`config.mk`:
```
export PLATFORM = sky130hd
export DESIGN_NAME = spiSubsys
export DESIGN_NICKNAME = d
export VERILOG_FILES = /design/src/spiPkg.sv /design/src/regPkg.sv /design/src/spiDecoder.sv /design/src/spiThruBridge.sv /design/src/spiSlavePort.sv /design/src/regFile.sv /design/src/spiSubsys.sv
export SDC_FILE = /design/constraint.sdc
export NUM_CORES = 1
export LEC_CHECK = 0
export ABC_AREA = 1
export BUFFER_PORTS_ARGS = -buffer_cell sky130_fd_sc_hd__buf_2
export CAP_MARGIN = 20
export CORE_AREA = 10 10 117 224
export DETAILED_ROUTE_END_ITERATION = 16
export DIE_AREA = 0 0 127 234
export GPL_TIMING_DRIVEN = 0
export PLACE_DENSITY = 0.77
export SETUP_SLACK_MARGIN = 0.3
export SLEW_MARGIN = 25
export SYNTH_ARGS = -nofsm -noshare
export SYNTH_HDL_FRONTEND = slang
export SYNTH_SLANG_ARGS = --single-unit
export TNS_END_PERCENT = 5
```
`constraint.sdc`:
```
create_clock -name iSCLK -period 7.34 [get_ports iSCLK]
set_input_delay 0.734 -clock iSCLK [delete_from_list [all_inputs] [get_ports iSCLK]]
set_output_delay 0.734 -clock iSCLK [all_outputs]
set_load 0.01 [all_outputs]
```
`src/spiPkg.sv`:
```
// host-side SPI definitions, mode 0 only
// the flash count is fixed here and is not a module parameter
package spiPkg;

	// frame field widths
	localparam int opBits = 8;
	localparam int addrBits = 16;
	localparam int dataBits = 32;
	localparam int dummyBits = 8;

	// bit counter wide enough for the longest field
	localparam int bitCntBits = $clog2(dataBits);

	// flash devices behind the thru bridge
	localparam int sfmNum = 3;
	localparam int devSelBits = 2;

	// host pins, always moved as one bundle
	typedef struct packed {
		logic sck;
		logic mosi;
		logic csN;
	} spiPins_t;

	// bus idle levels
	localparam spiPins_t pinsIdle = '{sck: 1'b0, mosi: 1'b0, csN: 1'b1};

	// first byte of every frame
	// anything else sends the frame to skip
	typedef enum logic [opBits-1:0] {
		opWrite = 8'h02,
		opRead = 8'h03
	} spiOp_e;

	// decoder FSM
	typedef enum logic [2:0] {
		idle,
		opcode,
		address,
		writeData,
		apbAccess,
		dummy,
		readData,
		skip
	} decState_e;

endpackage

```
`src/regPkg.sv`:
```
// APB bundles and the register map of the small register file
// only word addresses listed here are mapped
package regPkg;

	// bus widths
	localparam int apbAddrBits = 16;
	localparam int apbDataBits = 32;

	// read/write control words, consecutive
	localparam int ctrlNum = 4;
	localparam logic [apbAddrBits-1:0] regCtrl0 = 16'h0000;
	localparam logic [apbAddrBits-1:0] regCtrl1 = 16'h0004;
	localparam logic [apbAddrBits-1:0] regCtrl2 = 16'h0008;
	localparam logic [apbAddrBits-1:0] regCtrl3 = 16'h000C;

	// read-only words
	localparam logic [apbAddrBits-1:0] regStatus = 16'h0010;
	localparam logic [apbAddrBits-1:0] regId = 16'h0014;

	// "SPI" plus revision 1
	localparam logic [apbDataBits-1:0] idValue = 32'h5350_4901;

	// what the host sees after a failed read
	localparam logic [apbDataBits-1:0] errData = 32'hFFFF_FFFF;

	// requester side
	typedef struct packed {
		logic psel;
		logic penable;
		logic pwrite;
		logic [apbAddrBits-1:0] paddr;
		logic [apbDataBits-1:0] pwdata;
	} apbReq_t;

	// completer side, pslverr only meaningful with pready
	typedef struct packed {
		logic [apbDataBits-1:0] prdata;
		logic pready;
		logic pslverr;
	} apbRsp_t;

endpackage

```
`src/spiDecoder.sv`:
```
// mode 0 frame decoder, SCK must stay at or below iSCLK/8
// one word per frame, read data has to land within the dummy byte
module spiDecoder
(
	input  logic iSCLK,
	input  logic rstN,
	input  logic enable,
	input  spiPkg::spiPins_t host,
	output logic miso,
	output regPkg::apbReq_t apbReq,
	input  regPkg::apbRsp_t apbRsp
);
	import spiPkg::*;
	import regPkg::*;

	spiPins_t pinsMeta;
	spiPins_t pins;
	logic sckPrev;
	logic csNPrev;
	logic sckRise;
	logic sckFall;
	logic csFall;
	decState_e state;
	logic [bitCntBits-1:0] bitCnt;
	logic lastBit;
	logic isRead;
	logic [dataBits-1:0] shiftIn;
	logic [dataBits-1:0] nextShift;
	logic [dataBits-1:0] rdShift;
	logic misoBit;
	logic psel;
	logic penable;
	logic pwrite;
	logic [addrBits-1:0] paddr;
	logic [dataBits-1:0] pwdata;
	logic apbStart;
	logic apbDone;

	// two flops on the raw pins, then one more for edge detect
	always_ff @(posedge iSCLK or negedge rstN)
	begin
		if (!rstN)
		begin
			pinsMeta <= pinsIdle;
			pins <= pinsIdle;
			sckPrev <= 1'b0;
			csNPrev <= 1'b1;
		end
		else
		begin
			pinsMeta <= host;
			pins <= pinsMeta;
			sckPrev <= pins.sck;
			csNPrev <= pins.csN;
		end
	end

	assign sckRise = pins.sck && !sckPrev;
	assign sckFall = !pins.sck && sckPrev;
	assign csFall = !pins.csN && csNPrev;

	// msb first, sampled at sck rise
	assign nextShift = {shiftIn[dataBits-2:0], pins.mosi};

	// end of the current field
	always_comb
	begin
		case (state)
			opcode: lastBit = (bitCnt == bitCntBits'(opBits - 1));
			address: lastBit = (bitCnt == bitCntBits'(addrBits - 1));
			dummy: lastBit = (bitCnt == bitCntBits'(dummyBits - 1));
			default: lastBit = (bitCnt == bitCntBits'(dataBits - 1));
		endcase
	end

	// read starts after the address, write after the data word
	assign apbStart = enable && !pins.csN && sckRise && lastBit &&
		((state == address && isRead) || state == writeData);
	assign apbDone = psel && penable && apbRsp.pready;

	// frame FSM
	always_ff @(posedge iSCLK or negedge rstN)
	begin
		if (!rstN)
		begin
			state <= idle;
			bitCnt <= '0;
			isRead <= 1'b0;
		end
		else if (!enable || (state != idle && pins.csN))
		begin
			// thru mode or csN high drops the frame
			state <= idle;
			bitCnt <= '0;
		end
		else if (state == idle)
		begin
			if (csFall)
				state <= opcode;
		end
		else if (state == apbAccess)
		begin
			// write already shifted in, wait out the bus
			if (apbDone)
				state <= skip;
		end
		else if (sckRise && state != skip)
		begin
			bitCnt <= lastBit ? '0 : bitCnt + 1'b1;
			if (lastBit)
			begin
				case (state)
					opcode:
					begin
						case (spiOp_e'(nextShift[opBits-1:0]))
							opWrite:
							begin
								state <= address;
								isRead <= 1'b0;
							end
							opRead:
							begin
								state <= address;
								isRead <= 1'b1;
							end
							default: state <= skip;
						endcase
					end
					address: state <= isRead ? dummy : writeData;
					writeData: state <= apbAccess;
					dummy: state <= readData;
					// readData done, rest of frame ignored
					default: state <= skip;
				endcase
			end
		end
	end

	// input shifter
	always_ff @(posedge iSCLK)
	begin
		if (sckRise)
			shiftIn <= nextShift;
	end

	// APB handshake, runs on its own so an abort cannot cut it short
	always_ff @(posedge iSCLK or negedge rstN)
	begin
		if (!rstN)
		begin
			psel <= 1'b0;
			penable <= 1'b0;
		end
		else if (apbStart)
		begin
			psel <= 1'b1;
			penable <= 1'b0;
		end
		else if (apbDone)
		begin
			psel <= 1'b0;
			penable <= 1'b0;
		end
		else if (psel)
			penable <= 1'b1;
	end

	// request payload, held until the next start
	always_ff @(posedge iSCLK)
	begin
		if (sckRise && state == address && lastBit)
			paddr <= nextShift[addrBits-1:0];
		if (apbStart)
		begin
			pwrite <= (state == writeData);
			pwdata <= nextShift;
		end
	end

	assign apbReq = '{
		psel: psel,
		penable: penable,
		pwrite: pwrite,
		paddr: paddr,
		pwdata: pwdata
	};

	// output shifter, errData replaces data on a slave error
	always_ff @(posedge iSCLK)
	begin
		if (apbDone && !pwrite)
			rdShift <= apbRsp.pslverr ? errData : apbRsp.prdata;
		else if (state == readData && sckFall)
			rdShift <= {rdShift[dataBits-2:0], 1'b0};
	end

	// first fall after the dummy byte puts out bit 31
	always_ff @(posedge iSCLK or negedge rstN)
	begin
		if (!rstN)
			misoBit <= 1'b0;
		else if (!enable || state != readData)
			misoBit <= 1'b0;
		else if (sckFall)
			misoBit <= rdShift[dataBits-1];
	end

	assign miso = misoBit;

endmodule

```
`src/spiThruBridge.sv`:
```
// host pins pass unsynchronised through one register stage
// devSel must be stable while csN is low, out of range selects nothing
module spiThruBridge
(
	input  logic iSCLK,
	input  logic rstN,
	input  logic active,
	input  logic [spiPkg::devSelBits-1:0] devSel,
	input  spiPkg::spiPins_t host,
	output logic [spiPkg::sfmNum-1:0] flashSck,
	output logic [spiPkg::sfmNum-1:0] flashMosi,
	output logic [spiPkg::sfmNum-1:0] flashCsN,
	input  logic [spiPkg::sfmNum-1:0] flashMiso,
	output logic miso
);
	import spiPkg::*;

	logic [sfmNum-1:0] devHit;
	logic misoReg;

	// one-hot device select, empty when bridge off
	always_comb
	begin
		for (int k = 0; k < sfmNum; k++)
		begin
			devHit[k] = active && (devSel == devSelBits'(k));
		end
	end

	// unselected devices parked with csN high and sck low
	always_ff @(posedge iSCLK or negedge rstN)
	begin
		if (!rstN)
		begin
			flashSck <= '0;
			flashMosi <= '0;
			flashCsN <= '1;
			misoReg <= 1'b0;
		end
		else
		begin
			flashSck <= devHit & {sfmNum{host.sck}};
			flashMosi <= devHit & {sfmNum{host.mosi}};
			flashCsN <= ~devHit | {sfmNum{host.csN}};
			// return path from the chosen device only
			misoReg <= |(devHit & flashMiso);
		end
	end

	assign miso = misoReg;

endmodule

```
`src/spiSlavePort.sv`:
```
// thru and devSel may only change while the host holds csN high
// decoder and bridge never run at the same time
module spiSlavePort
(
	input  logic iSCLK,
	input  logic rstN,
	input  spiPkg::spiPins_t host,
	output logic miso,
	input  logic thru,
	input  logic [spiPkg::devSelBits-1:0] devSel,
	output regPkg::apbReq_t apbReq,
	input  regPkg::apbRsp_t apbRsp,
	output logic [spiPkg::sfmNum-1:0] flashSck,
	output logic [spiPkg::sfmNum-1:0] flashMosi,
	output logic [spiPkg::sfmNum-1:0] flashCsN,
	input  logic [spiPkg::sfmNum-1:0] flashMiso
);
	import spiPkg::*;

	logic thruMeta;
	logic thruSync;
	logic [devSelBits-1:0] devSelMeta;
	logic [devSelBits-1:0] devSelSync;
	logic decMiso;
	logic bridgeMiso;

	// mode controls come from slow pins, two flops each
	always_ff @(posedge iSCLK or negedge rstN)
	begin
		if (!rstN)
		begin
			thruMeta <= 1'b0;
			thruSync <= 1'b0;
			devSelMeta <= '0;
			devSelSync <= '0;
		end
		else
		begin
			thruMeta <= thru;
			thruSync <= thruMeta;
			devSelMeta <= devSel;
			devSelSync <= devSelMeta;
		end
	end

	// register access when not in thru
	spiDecoder decoder
	(
		.iSCLK(iSCLK),
		.rstN(rstN),
		.enable(!thruSync),
		.host(host),
		.miso(decMiso),
		.apbReq(apbReq),
		.apbRsp(apbRsp)
	);

	// flash pass-through
	spiThruBridge bridge
	(
		.iSCLK(iSCLK),
		.rstN(rstN),
		.active(thruSync),
		.devSel(devSelSync),
		.host(host),
		.flashSck(flashSck),
		.flashMosi(flashMosi),
		.flashCsN(flashCsN),
		.flashMiso(flashMiso),
		.miso(bridgeMiso)
	);

	// host MISO follows the active block
	assign miso = thruSync ? bridgeMiso : decMiso;

endmodule

```
`src/regFile.sv`:
```
// APB completer, writes finish at once, reads take one wait state
// status and ID are read-only, a write to them is a slave error
module regFile
(
	input  logic iSCLK,
	input  logic rstN,
	input  regPkg::apbReq_t apbReq,
	output regPkg::apbRsp_t apbRsp,
	input  logic [regPkg::apbDataBits-1:0] status,
	output logic [regPkg::apbDataBits-1:0] ctrl0
);
	import regPkg::*;

	typedef enum logic {
		accFirst,
		accWait
	} accState_e;

	accState_e accState;
	logic [apbDataBits-1:0] ctrlReg [ctrlNum];
	logic [$clog2(ctrlNum)-1:0] ctrlIdx;
	logic [apbDataBits-1:0] rdMux;
	logic [apbDataBits-1:0] rdHold;
	logic isCtrl;
	logic addrErr;
	logic access;
	logic pready;

	assign access = apbReq.psel && apbReq.penable;

	// control words sit on consecutive word addresses
	assign ctrlIdx = apbReq.paddr[2 +: $clog2(ctrlNum)];

	// address decode
	always_comb
	begin
		rdMux = '0;
		isCtrl = 1'b0;
		addrErr = 1'b0;
		case (apbReq.paddr)
			regCtrl0, regCtrl1, regCtrl2, regCtrl3:
			begin
				isCtrl = 1'b1;
				rdMux = ctrlReg[ctrlIdx];
			end
			regStatus:
			begin
				rdMux = status;
				addrErr = apbReq.pwrite;
			end
			regId:
			begin
				rdMux = idValue;
				addrErr = apbReq.pwrite;
			end
			default: addrErr = 1'b1;
		endcase
	end

	// read wait state
	always_ff @(posedge iSCLK or negedge rstN)
	begin
		if (!rstN)
			accState <= accFirst;
		else if (access && !pready)
			accState <= accWait;
		else if (pready)
			accState <= accFirst;
	end

	// failed writes leave every register alone
	always_ff @(posedge iSCLK or negedge rstN)
	begin
		if (!rstN)
			ctrlReg <= '{default: '0};
		else if (access && apbReq.pwrite && isCtrl)
			ctrlReg[ctrlIdx] <= apbReq.pwdata;
	end

	// read data taken in the first access cycle
	always_ff @(posedge iSCLK)
	begin
		if (access && !apbReq.pwrite && accState == accFirst)
			rdHold <= rdMux;
	end

	assign pready = access && (apbReq.pwrite || accState == accWait);
	assign apbRsp = '{prdata: rdHold, pready: pready, pslverr: pready && addrErr};
	assign ctrl0 = ctrlReg[0];

endmodule

```
`src/spiSubsys.sv`:
```
// SPI slave port plus register file, mode 0 host, SCK up to iSCLK/8
// thru and devSel change only while host csN is high
module spiSubsys
(
	input  logic iSCLK,
	input  logic rstN,
	input  spiPkg::spiPins_t host,
	output logic miso,
	input  logic thru,
	input  logic [spiPkg::devSelBits-1:0] devSel,
	input  logic [regPkg::apbDataBits-1:0] status,
	output logic [regPkg::apbDataBits-1:0] ctrl0,
	output logic [spiPkg::sfmNum-1:0] flashSck,
	output logic [spiPkg::sfmNum-1:0] flashMosi,
	output logic [spiPkg::sfmNum-1:0] flashCsN,
	input  logic [spiPkg::sfmNum-1:0] flashMiso
);
	import regPkg::*;

	// internal register bus
	apbReq_t apbReq;
	apbRsp_t apbRsp;

	spiSlavePort port
	(
		.iSCLK(iSCLK),
		.rstN(rstN),
		.host(host),
		.miso(miso),
		.thru(thru),
		.devSel(devSel),
		.apbReq(apbReq),
		.apbRsp(apbRsp),
		.flashSck(flashSck),
		.flashMosi(flashMosi),
		.flashCsN(flashCsN),
		.flashMiso(flashMiso)
	);

	regFile regs
	(
		.iSCLK(iSCLK),
		.rstN(rstN),
		.apbReq(apbReq),
		.apbRsp(apbRsp),
		.status(status),
		.ctrl0(ctrl0)
	);

endmodule

```
==> reports/summary.txt <==
# placed instances: 1,559
Vias in the first global route: 9,090
WHS: 0.0390 ns
Number of cell rows: 78
Layout cells sized above 1: 27.0%
CTS max path bufs: 3
CP max-delay cell: nor4_2
Hold Path Class: in -> async
Adder-cell share of the synthesized area: 0.0958%
Dpl cell area: 14,000 µm²
Rel. slew slack: 43.2%
Final net count: 1,350
Synthesized area per cell: 11.1 µm²
Post-Syn Nets: 1,225
Yosys Warn Count: 0
TritonCTS clock tree: done
CP Class: reg -> reg
PwrDens: 230 nW/µm²
Max Clock Freq: 352 MHz
Worst EP arrival: 3.07 ns
Run status: finished, final reports clean
Cell variety after synth: 36
Max incr delay on CP: 0.61 ns
Actual slew at the worst max-slew pin: 0.851 ns
Synth Register Bits: 309
Mapped Cells: 1,181
Synth top area share: 33.1%
WP data required: 7.57 ns
CORE AREA: 22,600 µm²
Post-synthesis xor/xnor area fraction: 0.134%
Synth-to-layout area growth: 14.0%
Final Max Slew Viols: 0
Global-route wire length before repair: 48,100 µm
P_int: 2.65 mW
H-tree depth: 1
Crit-path max FO: 9
Post-CTS Setup Bufs: 0
Post-DP HPWL: 21,900 µm
Clk slew on worst S/H paths: 0.08 ns
Via/cell ratio: 5.47
Mapped Area: 13,100 µm²
Final Hold Fails: 0
Die width: 127 µm
Die area: 29,700 µm²
Reg power frac: 54.0%
Effective utilization at floorplan: 57.7%
Worst-skew pair later-pin latency: 0.55 ns
CTS root buf: clkbuf_16
Most used cell, CP: nand3_1
IO buf count: 84
DR pass1 iterations: 5
Register area share after synthesis: 64.8%
Synth area leaders: edfxtp_1 (33%), dfrtp_1 (30%), nand2_1 (7.8%)
Setup TNS Final: 0 ns
ANT nets after route: 0
Comb pwr share: 5.7%
DR WL/cell: 18.8 µm
Post-CTS Resized: 0
CP Capture Type: register
All-Layer GR Usage: 20.4%
# setup viols final: 0
Tcrit/Tclk final: 38.7%
Clock network power share: 40.3%
Sw Pwr: 0.776 mW
Largest area contributor in the netlist: edfxtp_1
Largest net degree at the start of global routing: 70
Main combinational cell family by area after synthesis: simple AND/OR/NAND/NOR gates
Sw frac: 22.7%
GR Overflow Total: 0
Min cycle time layout: 2.84 ns
Place WS: 4.54 ns
Initial antenna violation count: 0
Simple-gate area share of the yosys netlist: 13.1%
Fin util: 65.8%
DRC: 0
Via count: 8,777
Crit path launch type: register
Num CTS Buffers: 25
CTS Sinks: 309
Synth Area in Compound Gates: 13.0%
Worst ir drop on vdd: 0.258 mV
RSZ-0062 raised after global routing: false
I/O pins: 85
Leakage power: 6.65 nW
Layout Skew: 0.0257 ns
Detailed Route Iter0 Violations: 842
Placer congestion estimate: 0.889
ANT cells: 0
Crit-path cells: buf_4 -> inv_1 -> nand3_1 -> nand3_1 -> nand3_1 -> nor4_2 -> buf_2 -> buf_4 -> buf_2
Multiplexer share of the synthesized area: 0%
Die height: 234 µm
Post-Layout Cell Count: 1,604
Power Total: 3.43 mW
Post-cts hold buffer count: 0
DRT Wirelength: 30,200 µm
# Max-Cap Violations: 0
Post-route worst setup slack: 4.50 ns
Final Cell Area: 14,900 µm²
[cells by family after synthesis]
group / Yosys count
compound gates: 264
flops: 309
xor+xnor: 2
fa+ha+maj: 1
buf+inv: 215
simple gates: 390
[synth_stat cells, drive strengths merged]
cell / number
clkbuf: 8
a22oi: 30
inv: 127
dfstp: 6
edfxtp: 144
buf: 76
xor2: 2
clkinv: 4
o21ai: 201
dfrtp: 159
or2: 31
nor2: 37
nor3: 4
a21oi: 8
nand2: 275
o21bai: 1
o22ai: 1
ha: 1
o31ai: 1
a31o: 22
nand3: 32
nor4: 2
nand4: 9
[metal layers]
| metal | vias to the layer above | part of all wire, % | global-route usage [%] |
|---|---|---|---|
| met5 | - | 0 | 0 |
| met4 | 0 | 4.7 | 11.0 |
| met3 | 83 | 5.3 | 3.03 |
| met2 | 283 | 54 | 37.2 |
| met1 | 4241 | 36 | 22.0 |
| li1 | 4170 | - | - |
[flip-flops by register name, indices dropped and copies added, names as in the netlist, 5 cells and up]
name,count
port.decoder.shiftIn,31
port.decoder.rdShift,32
port.decoder.pwdata,32
regs.rdHold,32
regs.ctrlReg,96
port.decoder.bitCnt,5
regs.ctrl0,32
port.decoder.paddr,16
[layout make-up]
type	instances	area, µm²
Fill cell	1738	7740
Tap cell	280	350
Sequential cell	309	8460
Multi-Input combinational cell	657	3480
Inverter	131	497
Timing Repair Buffer	98	597
Clock inverter	16	161
Buffer	84	662
Clock buffer	29	686
[path summary, 6_finish.rpt]
| kind | startpoint | to | slack [ns] | cells after the start |
|---|---|---|---|---|
| hold reg to reg | port.devSelMeta[0]$_DFF_PN0_ | port.devSelSync[0]$_DFF_PN0_ | 0.35 | 0 |
| hold / removal | rstN | regs.ctrl0[12]$_DFFE_PN0P_ | 0.04 | 1 |
| max in group asynchronous | rstN | port.decoder.pins[0]$_DFF_PN1_ | 6.28 | 3 |
| setup reg to reg | port.decoder.state[0]$_DFFE_PN0P_ | port.decoder.pwdata[7]$_DFFE_PP_ | 4.50 | 9 |
| setup / recovery | port.decoder.state[0]$_DFFE_PN0P_ | port.decoder.pwdata[7]$_DFFE_PP_ | 4.50 | 9 |
| min in group iSCLK | devSel[1] | port.devSelMeta[1]$_DFF_PN0_ | 0.29 | 1 |
[power by group through the flow]
stage / clock network, mW / registers [mW] / logic (mW)
2_1_floorplan: 0 / 1.88 / 0.121
3_3_place_gp: 0 / 1.89 / 0.179
3_5_place_dp: 0 / 1.89 / 0.194
4_1_cts: 1.40 / 1.85 / 0.195
5_1_grt: 1.47 / 1.85 / 0.219
6_report: 1.38 / 1.85 / 0.195
[layout by cell type, fill, tap and decap left out, drive strengths merged, types with 4 or more instances in the layout]
master  Yosys  routed
clkinv      4      13
nor3        4       4
a31o       22      22
o21ai     201     201
clkbuf      8      37
inv       127     130
nand4       9       9
a22oi      30      30
or2        31      31
a21oi       8       8
buf        76     174
nand3      32      32
edfxtp    144     144
dfrtp     159     159
dfstp       6       6
nand2     275     275
nor2       37      37
[worst max-delay path: cells and delay by family (launching register included)]
family	cells	cell delay, ns
AND/OR/NAND/NOR	4	1.13
buffers and inverters	5	1.01
flip-flops	1	0.37
(Power assumes the default switching activity.)
